===== config.mk =====
export PLATFORM = sky130hd
export DESIGN_NAME = intDivUnit
export DESIGN_NICKNAME = d
export VERILOG_FILES = /design/src/common/divPkg.sv /design/src/divider/divFsm.sv /design/src/divider/divIterator.sv /design/src/divider/divPostproc.sv /design/src/divider/divPreproc.sv /design/src/verilog/intDivUnit.sv
export SDC_FILE = /design/constraint.sdc
export NUM_CORES = 2
export LEC_CHECK = 0
export ABC_AREA = 1
export BUFFER_PORTS_ARGS = -buffer_cell sky130_fd_sc_hd__buf_2
export CAP_MARGIN = 20
export CORE_MARGIN = 1.5
export CORE_UTILIZATION = 49
export DETAILED_ROUTE_END_ITERATION = 8
export GPL_TIMING_DRIVEN = 0
export PLACE_DENSITY = 0.65
export SKIP_CTS_REPAIR_TIMING = 1
export SYNTH_ARGS = -nofsm -noshare
export SYNTH_HDL_FRONTEND = slang
export SYNTH_HIERARCHICAL = 1
export SYNTH_SLANG_ARGS = --single-unit

===== constraint.sdc =====
create_clock -name clk -period 31.5 [get_ports clk]
set_input_delay 7.875 -clock clk [delete_from_list [all_inputs] [get_ports clk]]
set_output_delay 7.875 -clock clk [all_outputs]
set_load 0.05 [all_outputs]

===== src/common/divPkg.sv =====
`default_nettype none

package divPkg;

  //////////////////////////////
  // Widths
  //////////////////////////////
  parameter int DefaultXlen = 32;   // Data width of the core
  parameter int MaxCntWidth = 7;    // Covers counts up to 64

  // Lz counts, iteration counts, shift amounts
  typedef logic [MaxCntWidth-1:0] cntT;

  //////////////////////////////
  // Control bundles
  //////////////////////////////

  // Request side op decode
  typedef struct packed {
    logic isRem;      // Remainder wanted
    logic isSigned;   // Operands are two's complement
  } divCtrlT;

  // Carried from preprocessing to postprocessing
  typedef struct packed {
    logic isRem;
    logic negQuot;    // Signs differ on a signed op
    logic negRem;     // Negative dividend on a signed op
    logic bZero;      // Divisor is zero
    logic aLtB;       // More leading zeros in |A| than |B|
  } postCtrlT;

  // Sequencer states
  typedef enum logic [2:0] {
    Idle,             // Waiting for a request
    Prep,             // Normalize operands
    Iter,             // Digit recurrence
    Post,             // Correct and register result
    Hold              // Result offered on rsp port
  } divStateT;

endpackage : divPkg

`default_nettype wire


===== src/divider/divFsm.sv =====
`default_nettype none

module divFsm import divPkg::*; (
  input  logic clk,
  input  logic rstN,
  input  logic reqValid,
  output logic reqReady,
  output logic rspValid,
  input  logic rspReady,
  input  cntT  iterCnt,
  input  logic special,       // Divide by zero or small dividend
  input  logic wZero,         // Residual exactly zero
  output logic capture,
  output logic load,
  output logic step,
  output logic outLoad,
  output cntT  remCnt         // Steps left, quotient scale
);

  divStateT state, stateNext;
  cntT      cnt;

  //////////////////////////////
  // Next state
  //////////////////////////////
  always_comb begin
    stateNext = state;
    case (state)
      Idle: if (reqValid) stateNext = Prep;
      Prep: stateNext = special ? Post : Iter;  // Specials skip the loop
      Iter: begin
        if (wZero)                  stateNext = Post;  // Exact, stop early
        else if (cnt == cntT'(1))   stateNext = Post;  // Last digit this cycle
      end
      Post: stateNext = Hold;
      Hold: if (rspReady) stateNext = Idle;
      default: stateNext = Idle;
    endcase
  end

  always_ff @(posedge clk or negedge rstN) begin
    if (!rstN) begin
      state <= Idle;
      cnt   <= '0;
    end else begin
      state <= stateNext;
      if (load)      cnt <= iterCnt;
      else if (step) cnt <= cnt - cntT'(1);
    end
  end

  // Handshakes and datapath strobes
  assign reqReady = (state == Idle);
  assign capture  = reqValid & reqReady;
  assign load     = (state == Prep);
  assign step     = (state == Iter) & ~wZero;
  assign outLoad  = (state == Post);
  assign rspValid = (state == Hold);
  assign remCnt   = cnt;

endmodule : divFsm

`default_nettype wire


===== src/divider/divIterator.sv =====
`default_nettype none

module divIterator import divPkg::*; #(
  parameter int XLEN = DefaultXlen,
  localparam int ResW = XLEN + 5      // Q4.(XLEN+1)
) (
  input  logic            clk,
  input  logic            rstN,
  input  logic            load,
  input  logic            step,
  input  logic [ResW-1:0] xNorm,
  input  logic [ResW-1:0] dNorm,
  output logic [ResW-1:0] ws,         // Residual sum part
  output logic [ResW-1:0] wc,         // Residual carry part
  output logic [XLEN:0]   firstU,     // Quotient so far
  output logic [XLEN:0]   firstUM     // Quotient so far minus one
);

  logic [ResW-1:0] wsSh, wcSh;
  logic [ResW-1:0] dSel;
  logic [ResW-1:0] maj;
  logic [ResW-1:0] sumNext, carryNext;
  logic [3:0]      est;
  logic            qPos, qZero, qNeg;
  logic [XLEN:0]   uNext, umNext;

  //////////////////////////////
  // Digit selection
  //////////////////////////////
  assign wsSh = {ws[ResW-2:0], 1'b0};     // 2w
  assign wcSh = {wc[ResW-2:0], 1'b0};

  // Estimate of 2w, three integer bits and one fraction bit
  assign est = wsSh[ResW-2:ResW-5] + wcSh[ResW-2:ResW-5];

  assign qZero = (est == 4'b1111);        // Estimate is -1/2
  assign qPos  = ~est[3];                 // Estimate >= 0
  assign qNeg  = est[3] & ~qZero;         // Estimate <= -1

  //////////////////////////////
  // Carry-save update
  //////////////////////////////

  // q=+1 subtracts D as ~D plus carry in, q=-1 adds D
  always_comb begin
    if (qPos)      dSel = ~dNorm;
    else if (qNeg) dSel = dNorm;
    else           dSel = '0;
  end

  // 3:2 compressor row
  assign sumNext   = wsSh ^ wcSh ^ dSel;
  assign maj       = (wsSh & wcSh) | (wsSh & dSel) | (wcSh & dSel);
  assign carryNext = {maj[ResW-2:0], qPos}; // LSB free since 2w ends in zero

  //////////////////////////////
  // On-the-fly conversion
  //////////////////////////////
  always_comb begin
    if (qPos) begin
      uNext  = {firstU[XLEN-1:0], 1'b1};
      umNext = {firstU[XLEN-1:0], 1'b0};
    end else if (qZero) begin
      uNext  = {firstU[XLEN-1:0], 1'b0};
      umNext = {firstUM[XLEN-1:0], 1'b1};
    end else begin
      uNext  = {firstUM[XLEN-1:0], 1'b1};  // Borrow from U-1
      umNext = {firstUM[XLEN-1:0], 1'b0};
    end
  end

  //////////////////////////////
  // State
  //////////////////////////////
  always_ff @(posedge clk or negedge rstN) begin
    if (!rstN) begin
      ws      <= '0;
      wc      <= '0;
      firstU  <= '0;
      firstUM <= '1;
    end else if (load) begin
      ws      <= xNorm;                   // w0 = X/2
      wc      <= '0;
      firstU  <= '0;
      firstUM <= '1;                      // Zero minus one
    end else if (step) begin
      ws      <= sumNext;
      wc      <= carryNext;
      firstU  <= uNext;
      firstUM <= umNext;
    end
  end

endmodule : divIterator

`default_nettype wire


===== src/divider/divPostproc.sv =====
`default_nettype none

module divPostproc import divPkg::*; #(
  parameter int XLEN = DefaultXlen,
  localparam int ResW = XLEN + 5      // Q4.(XLEN+1)
) (
  input  logic            clk,
  input  logic            rstN,
  input  logic            outLoad,
  input  logic [ResW-1:0] ws,
  input  logic [ResW-1:0] wc,
  input  logic [ResW-1:0] dNorm,
  input  logic [XLEN:0]   firstU,
  input  logic [XLEN:0]   firstUM,
  input  postCtrlT        post,
  input  logic [XLEN-1:0] aSaved,
  input  cntT             normShift,
  input  cntT             remCnt,
  output logic            wZero,
  output logic [XLEN-1:0] result
);

  logic [ResW-1:0] wSum;
  logic [ResW-1:0] remCorr, remShift;
  logic            negSticky;
  logic [XLEN:0]   quotSel, quotShift;
  logic [XLEN-1:0] magSel, signedRes;
  logic [XLEN-1:0] resNext;
  logic            doNeg;

  //////////////////////////////
  // Residual resolve
  //////////////////////////////
  assign wSum      = ws + wc;
  assign wZero     = (wSum == '0);        // Early termination
  assign negSticky = wSum[ResW-1];        // Residual below zero

  //////////////////////////////
  // Quotient and remainder
  //////////////////////////////

  // Negative residual means one too many
  assign quotSel   = negSticky ? firstUM : firstU;
  assign quotShift = quotSel << remCnt;   // Digits skipped on early exit

  // Add divisor back, then undo divisor normalization
  assign remCorr  = negSticky ? wSum + dNorm : wSum;
  assign remShift = remCorr >> normShift;

  assign magSel    = post.isRem ? remShift[XLEN-1:0] : quotShift[XLEN-1:0];
  assign doNeg     = post.isRem ? post.negRem : post.negQuot;
  assign signedRes = doNeg ? -magSel : magSel;

  //////////////////////////////
  // Special cases
  //////////////////////////////
  always_comb begin
    if (post.bZero) begin
      if (post.isRem) resNext = aSaved;   // Remainder is the dividend
      else            resNext = '1;       // All ones quotient
    end else if (post.aLtB) begin
      if (post.isRem) resNext = aSaved;
      else            resNext = '0;
    end else begin
      resNext = signedRes;
    end
  end

  // Result register, held through Hold
  always_ff @(posedge clk or negedge rstN) begin
    if (!rstN) begin
      result <= '0;
    end else if (outLoad) begin
      result <= resNext;
    end
  end

endmodule : divPostproc

`default_nettype wire


===== src/divider/divPreproc.sv =====
`default_nettype none

module divPreproc import divPkg::*; #(
  parameter int XLEN = DefaultXlen,
  localparam int ResW = XLEN + 5      // Q4.(XLEN+1) residual
) (
  input  logic            clk,
  input  logic            rstN,
  input  logic            capture,
  input  logic [XLEN-1:0] a,
  input  logic [XLEN-1:0] b,
  input  divCtrlT         ctrl,
  output logic [ResW-1:0] xNorm,      // Initial residual, X/2
  output logic [ResW-1:0] dNorm,      // Divisor in [1/2, 1)
  output cntT             iterCnt,
  output cntT             normShift,  // Remainder scaling
  output logic            special,
  output postCtrlT        post,
  output logic [XLEN-1:0] aSaved      // Dividend as given
);

  logic            aNeg, bNeg;
  logic [XLEN-1:0] aAbsIn, bAbsIn;
  logic [XLEN-1:0] aAbs, bAbs;
  logic [XLEN-1:0] xShift, dShift;
  cntT             lzAIn, lzBIn;
  cntT             lzA, lzB;

  // Leading zero count, XLEN for a zero input
  function automatic cntT lzc(input logic [XLEN-1:0] v);
    cntT  n;
    logic found;
    n = '0;
    found = 1'b0;
    for (int i = XLEN - 1; i >= 0; i--) begin
      if (!found) begin
        if (v[i]) found = 1'b1;
        else      n = n + cntT'(1);
      end
    end
    return n;
  endfunction

  //////////////////////////////
  // Capture cycle
  //////////////////////////////
  assign aNeg   = ctrl.isSigned & a[XLEN-1];
  assign bNeg   = ctrl.isSigned & b[XLEN-1];
  assign aAbsIn = aNeg ? -a : a;           // Most negative stays as 2^(XLEN-1)
  assign bAbsIn = bNeg ? -b : b;
  assign lzAIn  = lzc(aAbsIn);
  assign lzBIn  = lzc(bAbsIn);

  // Control and counts
  always_ff @(posedge clk or negedge rstN) begin
    if (!rstN) begin
      lzA  <= '0;
      lzB  <= '0;
      post <= '0;
    end else if (capture) begin
      lzA          <= lzAIn;
      lzB          <= lzBIn;
      post.isRem   <= ctrl.isRem;
      post.negQuot <= aNeg ^ bNeg;
      post.negRem  <= aNeg;
      post.bZero   <= (b == '0);
      post.aLtB    <= (lzAIn > lzBIn);  // Also true for a zero dividend
    end
  end

  // Operand payload
  always_ff @(posedge clk) begin
    if (capture) begin
      aAbs   <= aAbsIn;
      bAbs   <= bAbsIn;
      aSaved <= a;
    end
  end

  //////////////////////////////
  // Normalization in Prep
  //////////////////////////////
  assign xShift    = aAbs << lzA;         // Leading one at MSB
  assign dShift    = bAbs << lzB;
  assign xNorm     = {5'b0, xShift};      // 0.0 1xxx
  assign dNorm     = {4'b0, dShift, 1'b0}; // 0.1xxx
  assign iterCnt   = lzB - lzA + cntT'(1); // Quotient bit count
  assign normShift = lzB + cntT'(1);
  assign special   = post.bZero | post.aLtB;

endmodule : divPreproc

`default_nettype wire


===== src/verilog/intDivUnit.sv =====
`default_nettype none

module intDivUnit import divPkg::*; #(
  parameter int XLEN = DefaultXlen,
  localparam int ResW = XLEN + 5      // Residual width
) (
  input  logic            clk,
  input  logic            rstN,
  // Request port
  input  logic            reqValid,
  output logic            reqReady,
  input  logic [XLEN-1:0] reqA,       // Dividend
  input  logic [XLEN-1:0] reqB,       // Divisor
  input  divCtrlT         reqCtrl,
  // Result port
  output logic            rspValid,
  input  logic            rspReady,
  output logic [XLEN-1:0] rspData
);

  logic [ResW-1:0] xNorm, dNorm;
  logic [ResW-1:0] ws, wc;
  logic [XLEN:0]   firstU, firstUM;
  logic [XLEN-1:0] aSaved;
  postCtrlT        post;
  cntT             iterCnt, normShift, remCnt;
  logic            special, wZero;
  logic            capture, load, step, outLoad;

  //////////////////////////////
  // Datapath
  //////////////////////////////
  divPreproc #(.XLEN(XLEN)) preproc0 (
    .clk, .rstN, .capture,
    .a(reqA), .b(reqB), .ctrl(reqCtrl),
    .xNorm, .dNorm, .iterCnt, .normShift,
    .special, .post, .aSaved
  );

  divIterator #(.XLEN(XLEN)) iter0 (
    .clk, .rstN, .load, .step,
    .xNorm, .dNorm,
    .ws, .wc, .firstU, .firstUM
  );

  divPostproc #(.XLEN(XLEN)) post0 (
    .clk, .rstN, .outLoad,
    .ws, .wc, .dNorm, .firstU, .firstUM,
    .post, .aSaved, .normShift, .remCnt,
    .wZero, .result(rspData)
  );

  // Sequencer
  divFsm fsm0 (
    .clk, .rstN,
    .reqValid, .reqReady, .rspValid, .rspReady,
    .iterCnt, .special, .wZero,
    .capture, .load, .step, .outLoad, .remCnt
  );

endmodule : intDivUnit

`default_nettype wire


== After elaboration in Yosys (flattened, before gate mapping) ==
Cells that the tools add are included.

* Order comparisons: 1
* Equality and inequality tests: 9
* Bitwise gates (word level): 18
* Reductions and logical operators: 5
* Add/subtract/negate cells: 72
* Multiplexer cells: 281
* Shift-type cells: 4

{| class="wikitable"
|+ Operators by type and width
! kind !! count
|-
| 7-bit 2-to-1 mux || 126
|-
| 7-bit by 1-bit adder with 7-bit output, second input constant || 62
|-
| 33-bit 2-to-1 mux || 9
|-
| 32-bit 2-to-1 mux || 8
|-
| 37-bit 2-to-1 mux || 6
|-
| 1-bit 2-to-1 mux || 127
|-
| 36-bit bitwise AND || 3
|-
| 32-bit negator || 3
|-
| 37-bit bitwise XOR || 2
|-
| 36-bit OR || 2
|-
| 32-bit by 7-bit << shifter with 32-bit output || 2
|-
| 37-bit by 33-bit adder with 37-bit output || 1
|-
| 37-bit adder || 1
|-
| 37-bit zero test || 1
|-
| 33-bit NOT with 37-bit output || 1
|-
| 37-bit by 7-bit right shift with 32-bit output || 1
|-
| 33-bit by 7-bit << shifter with 32-bit output || 1
|-
| 32-bit zero test || 1
|-
| 3-bit case mux with 5 select lines || 1
|-
| 3-bit 2-to-1 mux || 4
|-
| 7-bit by 1-bit == test with 1-bit output, second input constant || 1
|-
| 7-bit greater-than comparator || 1
|-
| 7-bit by 1-bit subtractor with 7-bit output, second input constant || 1
|-
| 7-bit subtractor || 1
|-
| other kinds (16) || 24
|}

* Bits of input ports: 70
* Word-level logic and storage cells: 407
* Register bits after elaboration: 297

== Logic depth before layout (Yosys ltp) ==
* Depth in word-level cells: 97
* Depth in mapped cells: 124

== By module ==
Netlist, hierarchy kept.

{| class="wikitable"
|+ By module, submodules not included
! module !! area each (µm²) !! times used !! seq. area each (µm²) !! cells each
|-
| divPreproc || 17,566.8 || 1 || 3,328.2 || 2,863
|-
| divPostproc || 14,223.6 || 1 || 800.8 || 2,873
|-
| divIterator || 7,302.0 || 1 || 3,519.6 || 796
|-
| divFsm || 684.4 || 1 || 250.2 || 102
|}

== Worst setup path after synthesis ==
No wires, ideal clock.

* Path kind: in2reg
* Start: input reqB[0]
* End: register preproc0/post[0] (netlist name)
* Stages on the path: 123
* Library setup time: 0.133 ns
* Arrival: 23.809 ns
* Path slack: 7.557 ns
* Cells stage by stage: inv_1 ha_1 nand2_2 nor2_2 nand3_1 nand2_2 nand2_2 nand2_2 nand2_1 nor2_1 nand2_1 nand2_1 ha_1 inv_1 a21oi_1 ha_1 nand2_1 o2111ai_1 (+87 left out) or2_2 nand2_1 inv_1 ha_1 inv_1 nor2_4 nand3_2 nor2_2 nand3_2 nor2_2 nand3_1 nand2_2 ha_1 nand2_1 nor2_1 nand4_1 nand2_1 o22ai_1

* Elaborated cells on any way between the ends: 158
* Classes of those cells: add/sub (32); order compare (1); mux (125)

{| class="wikitable"
|+ RTL lines
! element !! line !! source
|-
| from (decl) || intDivUnit.sv:13 || <nowiki>input logic [XLEN-1:0] reqB,</nowiki>
|-
| 32-bit negator (*) || divPreproc.sv:50 || <nowiki>assign bAbsIn = bNeg ? -b : b;</nowiki>
|-
| 32-bit 2-to-1 mux (*) || divPreproc.sv:50 ||
|-
| named net preproc0.bAbsIn[30] || divPreproc.sv:23 || <nowiki>logic [XLEN-1:0] aAbsIn, bAbsIn;</nowiki>
|-
| 7-bit 2-to-1 mux || divPreproc.sv:37 || <nowiki>if (v[i]) found = 1'b1;</nowiki>
|-
| 7-bit 2-to-1 mux || divPreproc.sv:36 || <nowiki>if (!found) begin</nowiki>
|-
| 7-bit by 1-bit adder with 7-bit output || divPreproc.sv:38 || <nowiki>else n = n + cntT'(1);</nowiki>
|-
| 7-bit 2-to-1 mux || divPreproc.sv:37 ||
|-
| 7-bit 2-to-1 mux || divPreproc.sv:36 ||
|-
| (+80 left out) || - ||
|-
| 7-bit 2-to-1 mux || divPreproc.sv:36 ||
|-
| 7-bit by 1-bit adder with 7-bit output || divPreproc.sv:38 ||
|-
| 7-bit 2-to-1 mux || divPreproc.sv:37 ||
|-
| 7-bit 2-to-1 mux || divPreproc.sv:36 ||
|-
| 7-bit by 1-bit adder with 7-bit output || divPreproc.sv:38 ||
|-
| 7-bit 2-to-1 mux || divPreproc.sv:37 ||
|-
| 7-bit 2-to-1 mux (*) || divPreproc.sv:36 ||
|-
| 7-bit greater-than comparator (*) || divPreproc.sv:67 || <nowiki>post.aLtB <= (lzAIn > lzBIn);</nowiki>
|}

The timed path passes the listed nets; every way through them passes the cells marked *.
A chain may end at the register's enable or synchronous reset.

== Worst setup path after layout ==
* Start: input reqB[0]
* End: register preproc0/post[0] (netlist name)

* Elaborated cells on any way between the ends: 158
* Classes of those cells: add/sub (32); order compare (1); mux (125)

{| class="wikitable"
|+ RTL lines
! element !! line
|-
| 32-bit negator (*) || divPreproc.sv:50
|-
| 32-bit 2-to-1 mux (*) || divPreproc.sv:50
|-
| named net preproc0.bAbsIn[30] || divPreproc.sv:23
|-
| 7-bit 2-to-1 mux || divPreproc.sv:37
|-
| 7-bit 2-to-1 mux || divPreproc.sv:36
|-
| 7-bit by 1-bit adder with 7-bit output || divPreproc.sv:38
|-
| 7-bit 2-to-1 mux || divPreproc.sv:37
|-
| 7-bit 2-to-1 mux || divPreproc.sv:36
|-
| (+80 left out) || -
|-
| 7-bit 2-to-1 mux || divPreproc.sv:36
|-
| 7-bit by 1-bit adder with 7-bit output || divPreproc.sv:38
|-
| 7-bit 2-to-1 mux || divPreproc.sv:37
|-
| 7-bit 2-to-1 mux || divPreproc.sv:36
|-
| 7-bit by 1-bit adder with 7-bit output || divPreproc.sv:38
|-
| 7-bit 2-to-1 mux || divPreproc.sv:37
|-
| 7-bit 2-to-1 mux (*) || divPreproc.sv:36
|-
| 7-bit greater-than comparator (*) || divPreproc.sv:67
|}

Marked as above.

==> run metrics <==
area growth from synthesis to layout=7.80%; Cells after Synth=6,624; Util after Layout=53.3%; worst min path class=flip-flop to flip-flop; Mapped Area=39,700 µm²; via count=43,600; total grt overflow=0; Setup Skew=0.0129 ns; Vias/cell=5.54; final WL=144 mm; crit start category=input port; CTS root buffer=clkbuf_16; DRC errors left=0; largest net degree at the start of global routing=113; Crit path max-delay family=adder cells; GRT Total Usage=34.2%; clock tree buffer depth=3; Die Y=288 µm; first-pass GRT wire length=223 mm; max-capacitance violation count=0; CTS sink cnt=293; total CTS buffers=29; final net count=7,060; Ports=104; Fill cells=8,551; antenna violations before repair=2; share of layout cells above drive strength 1=9.92%; num rows=104; Critical Path RT=31.97 ns; Slew Limit Fails=0; Final setup viols=0; core area=80,300 µm²; setup TNS=0 ns; vias in the first global route=40,100; Die ar.=82,700 µm²; Detail Route Antenna Nets=0; First DRT Iteration DRCs=4,196; Slew headroom=28.4%; Crit. End Element=flip-flop; die extent in x=288 µm; CP arrival=25.65 ns; wire per inst=18.3 µm; fin crit share=79.9%; slowest cell on the critical path=or2_2; measured slew at the worst slew-check pin=1.07 ns; RSZ-0062 raised after global routing=no; CTS clock-pin slew for the worst setup and hold paths=0.07 ns; Hold Path Stages=1; Fin. Hold Viols=0; worst path bufs/invs=20; latest clock arrival within the worst-skew pair=0.58 ns; Final GP Congestion=1.04; WHS=0.480 ns; Mean Syn Cell Area=5.99 µm²; dpl hpwl=121 mm; min cycle time layout=25.18 ns; Crit Path Max Fanout=4; Starting Density=49.4%; 1st-pass router iterations=6; CP Class=input port to flip-flop; instance count on the critical path=124; max incr delay on CP=0.32 ns; PortBufs=103; CTS tree=yes; status=complete, no violations; FF-to-FF path depth=42; fmax=0.0397 GHz; total number of yosys warnings=6; H-tree levels=1; critical path's most frequent cell=nand2_1
==> worst paths after layout <==
path                                        startpoint                             to  slack [ns]
min                        post0/result[1]$_DFFE_PN0P_    post0/result[1]$_DFFE_PN0P_        0.48
min in group asynchronous                         rstN       iter0/wc[32]$_DFFE_PN0P_        7.12
min reg2reg                post0/result[1]$_DFFE_PN0P_    post0/result[1]$_DFFE_PN0P_        0.48
max reg2reg                preproc0/lzB[0]$_DFFE_PN0P_   post0/result[28]$_DFFE_PN0P_       23.45
max in group asynchronous                         rstN  iter0/firstUM[22]$_DFFE_PN1P_       23.21
max                                            reqB[0]   preproc0/post[0]$_DFFE_PN0P_        6.32
==> stage by stage <==
step / instance area [µm²] / setup WS (ns) / cells
floorplan: 39700 / 7.56 / 6633
global placement: 41600 / 6.13 / 7796
detailed placement: 41800 / 5.72 / 7817
CTS: 42800 / 6.26 / 7871
global route: 42800 / 4.69 / 7875
finish: 42800 / 6.32 / 7877
==> cell usage in the layout (no fill, tap or decap), types with 14 or more instances in the layout <==
cell       instances
a21oi_1          245
a22o_1            34
a31oi_1           19
buf_1             30
buf_2            163
buf_4             38
clkbuf_1         131
clkbuf_16         30
clkinv_1          19
dfrtp_1          166
dfstp_2           32
edfxtp_1          95
fa_1              38
ha_1             160
inv_1            860
inv_2             41
inv_4             23
mux2i_1           48
nand2_1         1981
nand2_2           83
nand2_4           17
nand3_1          956
nand3_2           44
nand3b_1          16
nand4_1           95
nor2_1           550
nor2_2            45
nor2_4            39
nor2_8            17
nor3_1            46
o2111ai_1         15
o211ai_1          14
o21ai_0          268
o21ai_1           72
o21bai_1          15
o22ai_1           75
or2_2             20
xnor2_1           19
xor2_1           103
==> routing by layer <==
layer	vias to the layer above	GRT usage, %	wire length (µm)
met2	1540	55.1	64300
met5	-	0	12
li1	21800	-	-
met1	20000	46.2	64000
met3	286	4.88	9970
met4	2	12.5	5850
==> cell type report <==
| type | instances | area [µm²] | area share (%) |
|---|---|---|---|
| Inverter | 951 | 3680 | 8.60 |
| Antenna cell | 2 | 5.00 | 0.0117 |
| Timing Repair Buffer | 128 | 749 | 1.75 |
| Sequential cell | 293 | 7850 | 18.3 |
| Multi-Input combinational cell | 5133 | 26900 | 62.8 |
| Clock inverter | 14 | 160 | 0.374 |
| Tap cell | 1060 | 1330 | 3.10 |
| Buffer | 256 | 1320 | 3.09 |
| Clock buffer | 40 | 808 | 1.89 |
==> state kept, by name, summed over array words and instances, names as in the netlist, 31 cells and up <==
register,count
iter0/ws,37
iter0/wc,36
iter0/firstUM,32
iter0/firstU,32
post0/result,32
preproc0/aSaved,32
preproc0/bAbs,32
preproc0/aAbs,31
Power is left out: the tool's default activity adds up to more than one toggle a clock period on the data nets, which glitch-free logic cannot reach.
